`src/conv_defines.svh`:
```
`ifndef CONV_DEFINES_SVH
`define CONV_DEFINES_SVH

// width of pixels, weights, bias and output words.
`define CONV_DATA_W 16

// number of kernel weights per beat, one output lane each.
`define CONV_LANES 3

// width of the user tag that rides along with every window.
`define CONV_USER_W 5

// accumulator width.
// a full product takes twice the data width and the rest is headroom
// for long windows.
`define CONV_ACC_W 40

`endif

```
`src/conv_pkg.sv`:
```
`include "conv_defines.svh"

package conv_pkg;

    // signed data word for pixels, weights, bias and outputs.
    typedef logic signed [`CONV_DATA_W-1:0] pixel_t;

    // full-precision product of two data words.
    typedef logic signed [2*`CONV_DATA_W-1:0] product_t;

    // per-lane running sum over a kernel window.
    typedef logic signed [`CONV_ACC_W-1:0] acc_t;

    typedef logic [`CONV_USER_W-1:0] user_t;

    // win_first loads the accumulator with the next valid product.
    // win_run adds the next valid product to it.
    typedef enum logic {
        win_first,
        win_run
    } win_state_t;

endpackage

```
`src/conv_mult_stage.sv`:
```
`include "conv_defines.svh"

module conv_mult_stage (
    input  logic               aclk,
    input  logic               arst_n,
    input  logic               aclken,
    input  logic               s_valid,
    input  conv_pkg::pixel_t   s_pixel,
    input  conv_pkg::pixel_t   s_weight [`CONV_LANES],
    input  conv_pkg::pixel_t   s_bias,
    input  logic               s_last,
    input  conv_pkg::user_t    s_user,
    output logic               p_valid,
    output conv_pkg::product_t p_product [`CONV_LANES],
    output conv_pkg::pixel_t   p_bias,
    output logic               p_last,
    output conv_pkg::user_t    p_user
);
    import conv_pkg::*;

    product_t prod_d [`CONV_LANES];
    logic     accept;

    assign accept = aclken && s_valid;

    // one signed multiplier per lane, all sharing the same pixel.
    always_comb begin
        for (int i = 0; i < `CONV_LANES; i++) begin
            prod_d[i] = s_pixel * s_weight[i];
        end
    end

    always_ff @(posedge aclk or negedge arst_n) begin
        if (!arst_n) begin
            p_valid <= 1'b0;
            for (int i = 0; i < `CONV_LANES; i++) begin
                p_product[i] <= '0;
            end
        end else if (aclken) begin
            p_valid <= s_valid;
            for (int i = 0; i < `CONV_LANES; i++) begin
                p_product[i] <= prod_d[i];
            end
        end
    end

    // sideband only moves with an accepted beat.
    always_ff @(posedge aclk or negedge arst_n) begin
        if (!arst_n) begin
            p_bias <= '0;
            p_last <= 1'b0;
            p_user <= '0;
        end else if (accept) begin
            p_bias <= s_bias;
            p_last <= s_last;
            p_user <= s_user;
        end
    end

endmodule

```
`src/conv_accum_stage.sv`:
```
`include "conv_defines.svh"

module conv_accum_stage (
    input  logic               aclk,
    input  logic               arst_n,
    input  logic               aclken,
    input  logic               p_valid,
    input  conv_pkg::product_t p_product [`CONV_LANES],
    input  conv_pkg::pixel_t   p_bias,
    input  logic               p_last,
    input  conv_pkg::user_t    p_user,
    output logic               a_valid,
    output conv_pkg::acc_t     a_sum [`CONV_LANES],
    output conv_pkg::user_t    a_user
);
    import conv_pkg::*;

    win_state_t state_q;
    acc_t       acc_q    [`CONV_LANES];
    acc_t       acc_next [`CONV_LANES];
    logic       win_end;

    assign win_end = p_valid && p_last;

    // the first beat of a window starts from zero instead of the stale sum.
    always_comb begin
        for (int i = 0; i < `CONV_LANES; i++) begin
            if (state_q == win_first) begin
                acc_next[i] = acc_t'(p_product[i]);
            end else begin
                acc_next[i] = acc_q[i] + acc_t'(p_product[i]);
            end
        end
    end

    always_ff @(posedge aclk or negedge arst_n) begin
        if (!arst_n) begin
            state_q <= win_first;
            for (int i = 0; i < `CONV_LANES; i++) begin
                acc_q[i] <= '0;
            end
        end else if (aclken && p_valid) begin
            for (int i = 0; i < `CONV_LANES; i++) begin
                acc_q[i] <= acc_next[i];
            end
            if (p_last) begin
                state_q <= win_first;
            end else begin
                state_q <= win_run;
            end
        end
    end

    always_ff @(posedge aclk or negedge arst_n) begin
        if (!arst_n) begin
            a_valid <= 1'b0;
            a_user  <= '0;
            for (int i = 0; i < `CONV_LANES; i++) begin
                a_sum[i] <= '0;
            end
        end else if (aclken) begin
            a_valid <= win_end;
            if (win_end) begin
                a_user <= p_user;
                for (int i = 0; i < `CONV_LANES; i++) begin
                    a_sum[i] <= acc_next[i] + acc_t'(p_bias);
                end
            end
        end
    end

    a_valid_known: assert property (
        @(posedge aclk) disable iff (!arst_n)
        !$isunknown(a_valid)
    );

    // a window result only comes out of an enabled edge that closed a window.
    a_valid_from_last: assert property (
        @(posedge aclk) disable iff (!arst_n)
        (aclken && !(p_valid && p_last)) |=> !a_valid
    );

endmodule

```
`src/conv_sat_stage.sv`:
```
`include "conv_defines.svh"

module conv_sat_stage (
    input  logic             aclk,
    input  logic             arst_n,
    input  logic             aclken,
    input  logic             a_valid,
    input  conv_pkg::acc_t   a_sum [`CONV_LANES],
    input  conv_pkg::user_t  a_user,
    output logic             m_valid,
    output conv_pkg::pixel_t m_data [`CONV_LANES],
    output conv_pkg::user_t  m_user
);
    import conv_pkg::*;

    localparam pixel_t pix_max = {1'b0, {(`CONV_DATA_W-1){1'b1}}};
    localparam pixel_t pix_min = {1'b1, {(`CONV_DATA_W-1){1'b0}}};

    pixel_t clamp_d [`CONV_LANES];

    // the limits are sign-extended to the accumulator width for the compare.
    always_comb begin
        for (int i = 0; i < `CONV_LANES; i++) begin
            if (a_sum[i] > acc_t'(pix_max)) begin
                clamp_d[i] = pix_max;
            end else if (a_sum[i] < acc_t'(pix_min)) begin
                clamp_d[i] = pix_min;
            end else begin
                clamp_d[i] = pixel_t'(a_sum[i]);
            end
        end
    end

    always_ff @(posedge aclk or negedge arst_n) begin
        if (!arst_n) begin
            m_valid <= 1'b0;
            m_user  <= '0;
            for (int i = 0; i < `CONV_LANES; i++) begin
                m_data[i] <= '0;
            end
        end else if (aclken) begin
            m_valid <= a_valid;
            m_user  <= a_user;
            for (int i = 0; i < `CONV_LANES; i++) begin
                m_data[i] <= clamp_d[i];
            end
        end
    end

    // an output strobe never appears without a window sum one enabled edge before.
    m_valid_from_sum: assert property (
        @(posedge aclk) disable iff (!arst_n)
        (aclken && !a_valid) |=> !m_valid
    );

endmodule

```
`src/conv_unit.sv`:
```
`include "conv_defines.svh"

module conv_unit (
    input  logic             aclk,
    input  logic             arst_n,
    input  logic             aclken,
    input  logic             s_valid,
    input  conv_pkg::pixel_t s_pixel,
    input  conv_pkg::pixel_t s_weight [`CONV_LANES],
    input  conv_pkg::pixel_t s_bias,
    input  logic             s_last,
    input  conv_pkg::user_t  s_user,
    output logic             m_valid,
    output conv_pkg::pixel_t m_data [`CONV_LANES],
    output conv_pkg::user_t  m_user
);
    import conv_pkg::*;

    logic     p_valid;
    product_t p_product [`CONV_LANES];
    pixel_t   p_bias;
    logic     p_last;
    user_t    p_user;

    logic     a_valid;
    acc_t     a_sum [`CONV_LANES];
    user_t    a_user;

    conv_mult_stage mult_i (
        .aclk      (aclk),
        .arst_n    (arst_n),
        .aclken    (aclken),
        .s_valid   (s_valid),
        .s_pixel   (s_pixel),
        .s_weight  (s_weight),
        .s_bias    (s_bias),
        .s_last    (s_last),
        .s_user    (s_user),
        .p_valid   (p_valid),
        .p_product (p_product),
        .p_bias    (p_bias),
        .p_last    (p_last),
        .p_user    (p_user)
    );

    conv_accum_stage accum_i (
        .aclk      (aclk),
        .arst_n    (arst_n),
        .aclken    (aclken),
        .p_valid   (p_valid),
        .p_product (p_product),
        .p_bias    (p_bias),
        .p_last    (p_last),
        .p_user    (p_user),
        .a_valid   (a_valid),
        .a_sum     (a_sum),
        .a_user    (a_user)
    );

    conv_sat_stage sat_i (
        .aclk    (aclk),
        .arst_n  (arst_n),
        .aclken  (aclken),
        .a_valid (a_valid),
        .a_sum   (a_sum),
        .a_user  (a_user),
        .m_valid (m_valid),
        .m_data  (m_data),
        .m_user  (m_user)
    );

endmodule

```
`config.mk`:
```
export PLATFORM = sky130hd
export DESIGN_NAME = conv_unit
export DESIGN_NICKNAME = d
export VERILOG_FILES = /design/src/conv_pkg.sv /design/src/conv_mult_stage.sv /design/src/conv_accum_stage.sv /design/src/conv_sat_stage.sv /design/src/conv_unit.sv
export VERILOG_INCLUDE_DIRS = /design/src
export SDC_FILE = /design/constraint.sdc
export NUM_CORES = 2
export LEC_CHECK = 0
export BUFFER_PORTS_ARGS = -buffer_cell sky130_fd_sc_hd__clkbuf_2
export CAP_MARGIN = 20
export CORE_ASPECT_RATIO = 0.9
export CORE_MARGIN = 8
export CORE_UTILIZATION = 60
export DETAILED_ROUTE_END_ITERATION = 10
export HOLD_SLACK_MARGIN = 0.06
export PLACE_DENSITY = 0.82
export SETUP_SLACK_MARGIN = 0.3
export SLEW_MARGIN = 20
export SYNTH_ARGS = -nofsm -noshare
export SYNTH_HDL_FRONTEND = slang
export SYNTH_SLANG_ARGS = --single-unit
```
`constraint.sdc`:
```
create_clock -name aclk -period 4.8 [get_ports aclk]
set_input_delay 0.72 -clock aclk [delete_from_list [all_inputs] [get_ports aclk]]
set_output_delay 0.72 -clock aclk [all_outputs]
set_load 0.005 [all_outputs]
```
# Yosys cells after proc, flatten, opt, wreduce, memory -nomap -nowiden
# Index checks and enable logic that the tools add are counted.
totals:
  register_bits: 420
  elab_cells: 50
classes:
  n_mux: 10
  addsub: 6
  multipliers: 3
  reduce_logical: 4
  magnitude_cmp: 6
op_table:
  columns: ["op", "n"]
  rows:
  - ["$add 40x16->40", 3]
  - ["$add 40x32->40", 3]
  - ["$gt 40x16->1 const B", 3]
  - ["$lt 40x16->1 const B", 3]
  - ["$mux 40", 3]
  - ["$mul 16x16->32", 3]
  - ["$mux 16", 6]
  - ["$logic_and 1x1->1", 3]
  - ["$reduce_and 2->1", 1]
  - ["$mux 1", 1]

# Depth between registers and ports, before layout
logic_depth:
  depth_word: 3
  depth_mapped: 28

# Hierarchy
# A second synthesis with hierarchy kept.
unflattened:
  cells_unflattened: 6482
  area_unflattened_um2: 58798.9
by_module_without_submodules:
  columns: ["mod", "area_per_inst_um2", "cells_each", "instances"]
  rows:
  - ["conv_mult_stage", 34032.6, 3582, 1]
  - ["conv_accum_stage", 21993.6, 2594, 1]
  - ["conv_sat_stage", 2772.7, 306, 1]

# Least setup slack after synthesis
# Ideal clock, no wire load.
synth_path:
  kind: "input to register"
  startpoint: "input s_pixel[15]"
  endpoint: "register mult_i.p_product[63] in the netlist's numbering"
  path_slack_ns: -2.494
  required_time_ns: 4.675
  t_arrival_ns: 7.170
  setup_time_ns: 0.125
  cell_stages: 23
  cell_sequence: "clkbuf_1 -> clkbuf_1 -> nand2_1 -> fa_1 -> inv_1 -> fa_1 -> fa_1 -> fa_1 -> fa_1 -> inv_1 -> fa_1 -> inv_1 -> ha_1 -> and4_1 -> and4_1 -> a221oi_1 -> o21ai_0 -> a221o_1 -> a311o_1 -> a31oi_1 -> o21bai_1 -> xor2_1 -> mux2_2"
synth_via:
  elab_chain_len: 1
synth_lines:
  columns: ["item", "line", "source"]
  rows:
  - ["from (decl)", "conv_unit.sv:8", "input conv_pkg::pixel_t s_pixel,"]
  - ["$mul 16x16->32", "conv_mult_stage.sv:29", "prod_d[i] = s_pixel * s_weight[i];"]
  - ["to (signal, indexed assignment)", "conv_mult_stage.sv:42", "p_product[i] <= prod_d[i];"]
  - ["to (decl)", "conv_mult_stage.sv:14", "output conv_pkg::product_t p_product [`CONV_LANES],"]
# Every way passes these cells.
# A chain may end at the register's enable or synchronous reset.

# Worst setup path after layout
layout_path:
  startpoint: "input s_pixel[6]"
  endpoint: "register mult_i.p_product[63] in the netlist's numbering"
# Same word-level chain as after synthesis.

==> run summary <==
The run finished, with violations left. The final reports fail on negative setup slack. The share of layout cells above drive strength 1 came out at 27.2%. The total routed wirelength came out at 192000 µm.

The endpoint identified for the worst register-to-register timing path is accum_i.a_sum[78]$_DFFE_PN0P_. The clock insertion delay at the later pin of the skew report is 0.63 ns. Summed over all layers, the global routing overflow is 0. The tool flagged a number of max-cap violations equal to 0. The aggregate global-route resource usage is 31.8%. Setup violations remaining at the end of the flow were counted as 106. The number of different library cells used by synthesis comes to 92. In the synthesized netlist the dominant register cell turns out to be sky130_fd_sc_hd__dfrtp_1.

The top achievable clock speed is 154 MHz. Yosys attributes the largest share of cell area to sky130_fd_sc_hd__fa_1 (27%), sky130_fd_sc_hd__dfrtp_1 (18%), sky130_fd_sc_hd__ha_1 (10%). The element type at the critical path end is a flip-flop. Of the available clock period, the critical path in the final layout requires 135%. In this run the horizontal extent of the chip is 344 µm. The setup total negative slack is -77.87 ns. Summed over all instances, the cell type with the most area after synthesis is sky130_fd_sc_hd__fa_1. TritonCTS built the clock tree. In the synthesized netlist the async set-or-reset flop fraction comes to 100%. The clock skew after layout came out at 0.0458 ns. The area of the core came out at 96300 µm². The count of input and output buffers is 143. The number of CTS-inserted buffers is 47. The synthesized design contains 0 enable-type register cells.

The count of final hold-check violations came out at 0. From bottom edge to top edge, the die measures 312 µm. The final antenna-violating net count is 0. The final setup slack of the worst path came out at -1.67 ns. The die covers 107000 µm². The number of sinks on the clock net came out at 420.

After synthesis the cells add up to 58300 µm². The growth of design area from synthesis to finish came out at 25.4%. STA classifies the critical path startpoint as an input pin. The tightest min-delay check is of the input pin to asynchronous set/reset pin type. Setup repair after global routing could not meet its margin everywhere.

The pin count of the biggest net entering global routing came out at 116. Dividing the detail-routed via count by the number of cells gives 6.15. At the pin with the least slew margin, the transition time is 1.04 ns. During synthesis, Yosys emitted a total of 0 warnings.

The post-synthesis sequential area ratio came out at 18.0%. The net count of the mapped netlist came out at 7760. The arrival time at the worst endpoint is 6.95 ns. Summed over all nets, the half-perimeter wirelength after detailed placement is 130000 µm. Summing over every cut layer, the via total after detailed routing is 52900. In this run the worst path has a maximum fanout of 9. The post-detailed-route DRC marker count is 0. The initial antenna violation count was 8. The number of cells produced by synthesis is 6398.

The detailed router's first-iteration violation count is 6079. The clock slew at the register clock pins of the worst setup and hold paths came out at 0.07 ns. The worst relative slew slack came out at 30.6%. The area after detailed placement is 67100 µm². The first-pass detailed-route iteration total is 7.

The first global-routing pass estimated 279000 µm of wire. The area share of the largest cell type after synthesis is 27.2%. The worst register-to-register path has a depth of 23. The mean area per synthesized cell is 9.11 µm².

The root buffer selected by CTS is sky130_fd_sc_hd__clkbuf_16. The final number of max-transition violations came to 0. The clock passes through at most 3 buffers. In the final routed layout, each cell accounts on average for 22.3 µm.

The required time of the critical path came out at 5.27 ns. Summing all non-filler instances in the final layout gives an area of 73100 µm². In this run the critical register-to-register path is launched from mult_i.p_product[32]$_DFFE_PN0P_. After floorplanning, the core was divided into 108 placement rows. In this run the register-to-register setup slack is -0.45 ns. The via count of the first global-routing pass was 53500. The number of levels the H-tree was split into came out at 2. After the last flow step, the layout net total stands at 8653. The effective utilization at floorplan is 60.5%. The last weighted congestion value of the routability-driven placer is 0.946.

The critical setup path kind is input pin to flip-flop. In this run the count of I/O pins placed on the die edge is 144. The final critical delay including setup and external delays came out at 6.47 ns. Synthesis inferred 420 register bits.
-- layer usage --
metal	vias to the layer above	wire length (µm)	track usage, %
met4	4	13300	13.1
met3	1098	21600	5.92
met5	-	26	0
met2	3597	84600	49.6
met1	25600	72500	43.6
li1	22600	-	-
-- final cells by class --
class | count | area, µm²
antenna | 10 | 25.0
clock buffer | 56 | 1260
clock inverter | 29 | 425
fill | 5828 | 23300
inverter | 939 | 3530
multi-input combinational | 4790 | 46700
sequential | 420 | 10500
tap | 1265 | 1580
timing repair buffer | 1093 | 9070
-- how the worst max path moves through the flow --
stage	start	end
6_report	s_pixel[6]	mult_i.p_product[63]$_DFFE_PN0P_
3_3_place_gp	s_pixel[11]	mult_i.p_product[31]$_DFFE_PN0P_
4_1_cts	s_pixel[15]	mult_i.p_product[63]$_DFFE_PN0P_
5_1_grt	s_pixel[6]	mult_i.p_product[63]$_DFFE_PN0P_
3_5_place_dp	s_pixel[11]	mult_i.p_product[63]$_DFFE_PN0P_
2_1_floorplan	s_pixel[15]	mult_i.p_product[63]$_DFFE_PN0P_
-- through the flow --
step | hold WS (ns) | util [%] | setup WS [ns] | instances
detailed placement | 0.449 | 69.6 | -2.09 | 8342
CTS | 0.178 | 73.8 | -1.25 | 8524
global route | 0.173 | 75.8 | -1.80 | 8596
floorplan | 0.424 | - | -1.82 | 6398
global placement | 0.438 | 69.6 | -1.94 | 8342
finish | 0.105 | 75.8 | -1.67 | 8602
-- cells by family (layout without fill, tap and decap cells) --
group | Yosys count | after routing | share of synthesized area (%)
and+or+nand+nor | 1865 | 1865 | 15.2
adders and majority gates | 1272 | 1272 | 37.5
buffers and inverters | 1188 | 2117 | 7.66
AOI/OAI and AO/OA | 1113 | 1113 | 12.4
DFF | 420 | 420 | 18.0
xor gates and xnor gates | 310 | 310 | 4.66
muxes | 230 | 230 | 4.45
other | 0 | 10 | 0
-- registers in the layout (all words and copies together), names as in the netlist, 5 cells and up --
name,cells
accum_i.a_sum,120
accum_i.a_user,5
sat_i.m_data,48
mult_i.p_bias,16
accum_i.acc_q,120
mult_i.p_user,5
sat_i.m_user,5
mult_i.p_product,96
-- synthesized netlist by cell type (27+ instances only) --
cell type                    n
sky130_fd_sc_hd__mux2_2    223
sky130_fd_sc_hd__o211ai_1   29
sky130_fd_sc_hd__nand3_1    68
sky130_fd_sc_hd__fa_1      792
sky130_fd_sc_hd__o21ai_0   236
sky130_fd_sc_hd__nand2b_1   59
sky130_fd_sc_hd__o21a_1     34
sky130_fd_sc_hd__nand4_1    50
sky130_fd_sc_hd__xor2_1    108
sky130_fd_sc_hd__a21oi_1   321
sky130_fd_sc_hd__nor2_1    235
sky130_fd_sc_hd__and2_1    378
sky130_fd_sc_hd__nor3_1     44
sky130_fd_sc_hd__a211oi_1   33
sky130_fd_sc_hd__ha_1      480
sky130_fd_sc_hd__a21o_1    194
sky130_fd_sc_hd__inv_1     939
sky130_fd_sc_hd__o21bai_1   40
sky130_fd_sc_hd__nor2b_1    38
sky130_fd_sc_hd__dfrtp_1   420
sky130_fd_sc_hd__nand2_1   875
sky130_fd_sc_hd__xnor2_1   202
sky130_fd_sc_hd__a31oi_1    27
sky130_fd_sc_hd__clkbuf_1  236
-- critical path, stage by stage --
cell and delay (ns):
sky130_fd_sc_hd__buf_12 0.13, sky130_fd_sc_hd__clkbuf_16 0.19, sky130_fd_sc_hd__buf_4 0.13, sky130_fd_sc_hd__nand2_2 0.05, sky130_fd_sc_hd__fa_1 0.49, sky130_fd_sc_hd__inv_1 0.15, sky130_fd_sc_hd__fa_1 0.57, sky130_fd_sc_hd__inv_1 0.07
sky130_fd_sc_hd__fa_1 0.49, sky130_fd_sc_hd__inv_1 0.06, sky130_fd_sc_hd__fa_1 0.47, sky130_fd_sc_hd__fa_1 0.52, sky130_fd_sc_hd__inv_1 0.05, sky130_fd_sc_hd__fa_1 0.51, sky130_fd_sc_hd__inv_2 0.06, sky130_fd_sc_hd__ha_4 0.25
sky130_fd_sc_hd__a21o_1 0.17, sky130_fd_sc_hd__a21oi_1 0.17, sky130_fd_sc_hd__o21a_1 0.20, sky130_fd_sc_hd__o21ai_4 0.13, sky130_fd_sc_hd__a221o_1 0.34, sky130_fd_sc_hd__a311o_1 0.30, sky130_fd_sc_hd__a31oi_1 0.16, sky130_fd_sc_hd__o21bai_1 0.09
sky130_fd_sc_hd__xor2_1 0.16, sky130_fd_sc_hd__mux2_4 0.27
-- timing repair --
item	in CTS	in global routing
cloned	3	9
pin swaps	241	196
setup endpoints to repair	130	147
hold buffers	0	0
gates resized for setup	372	314
hold endpoints to repair	0	0
setup buffers	94	59
-- placed cells by master, fill, tap and decap left out, types with 25 or more instances in the layout --
master                      instances
sky130_fd_sc_hd__o21ai_2           27
sky130_fd_sc_hd__xor2_1            94
sky130_fd_sc_hd__o21ai_0          153
sky130_fd_sc_hd__nor2_1           217
sky130_fd_sc_hd__clkbuf_16         57
sky130_fd_sc_hd__o21bai_1          33
sky130_fd_sc_hd__mux2_4            48
sky130_fd_sc_hd__buf_12            44
sky130_fd_sc_hd__o21a_1            34
sky130_fd_sc_hd__nand3_1           53
sky130_fd_sc_hd__xnor2_2           27
sky130_fd_sc_hd__nand2_2           25
sky130_fd_sc_hd__ha_1             401
sky130_fd_sc_hd__nand4_1           50
sky130_fd_sc_hd__ha_4              66
sky130_fd_sc_hd__nor3_1            29
sky130_fd_sc_hd__a21oi_2           87
sky130_fd_sc_hd__nand2_1          841
sky130_fd_sc_hd__fa_2              38
sky130_fd_sc_hd__clkbuf_2         106
sky130_fd_sc_hd__inv_1            890
sky130_fd_sc_hd__a21oi_1          233
sky130_fd_sc_hd__and2_4            37
sky130_fd_sc_hd__a21o_1           194
sky130_fd_sc_hd__inv_2             46
sky130_fd_sc_hd__nand2b_1          58
sky130_fd_sc_hd__nor2b_1           33
sky130_fd_sc_hd__fa_1             754
sky130_fd_sc_hd__buf_6             71
sky130_fd_sc_hd__o211ai_1          29
sky130_fd_sc_hd__and2_1           341
sky130_fd_sc_hd__o21ai_1           79
sky130_fd_sc_hd__xnor2_1          172
sky130_fd_sc_hd__buf_4            826
sky130_fd_sc_hd__mux2_2           176
sky130_fd_sc_hd__dfrtp_1          418
Power is left out: the tool's default activity adds up to more than one toggle a clock period on the data nets, which glitch-free logic cannot reach.
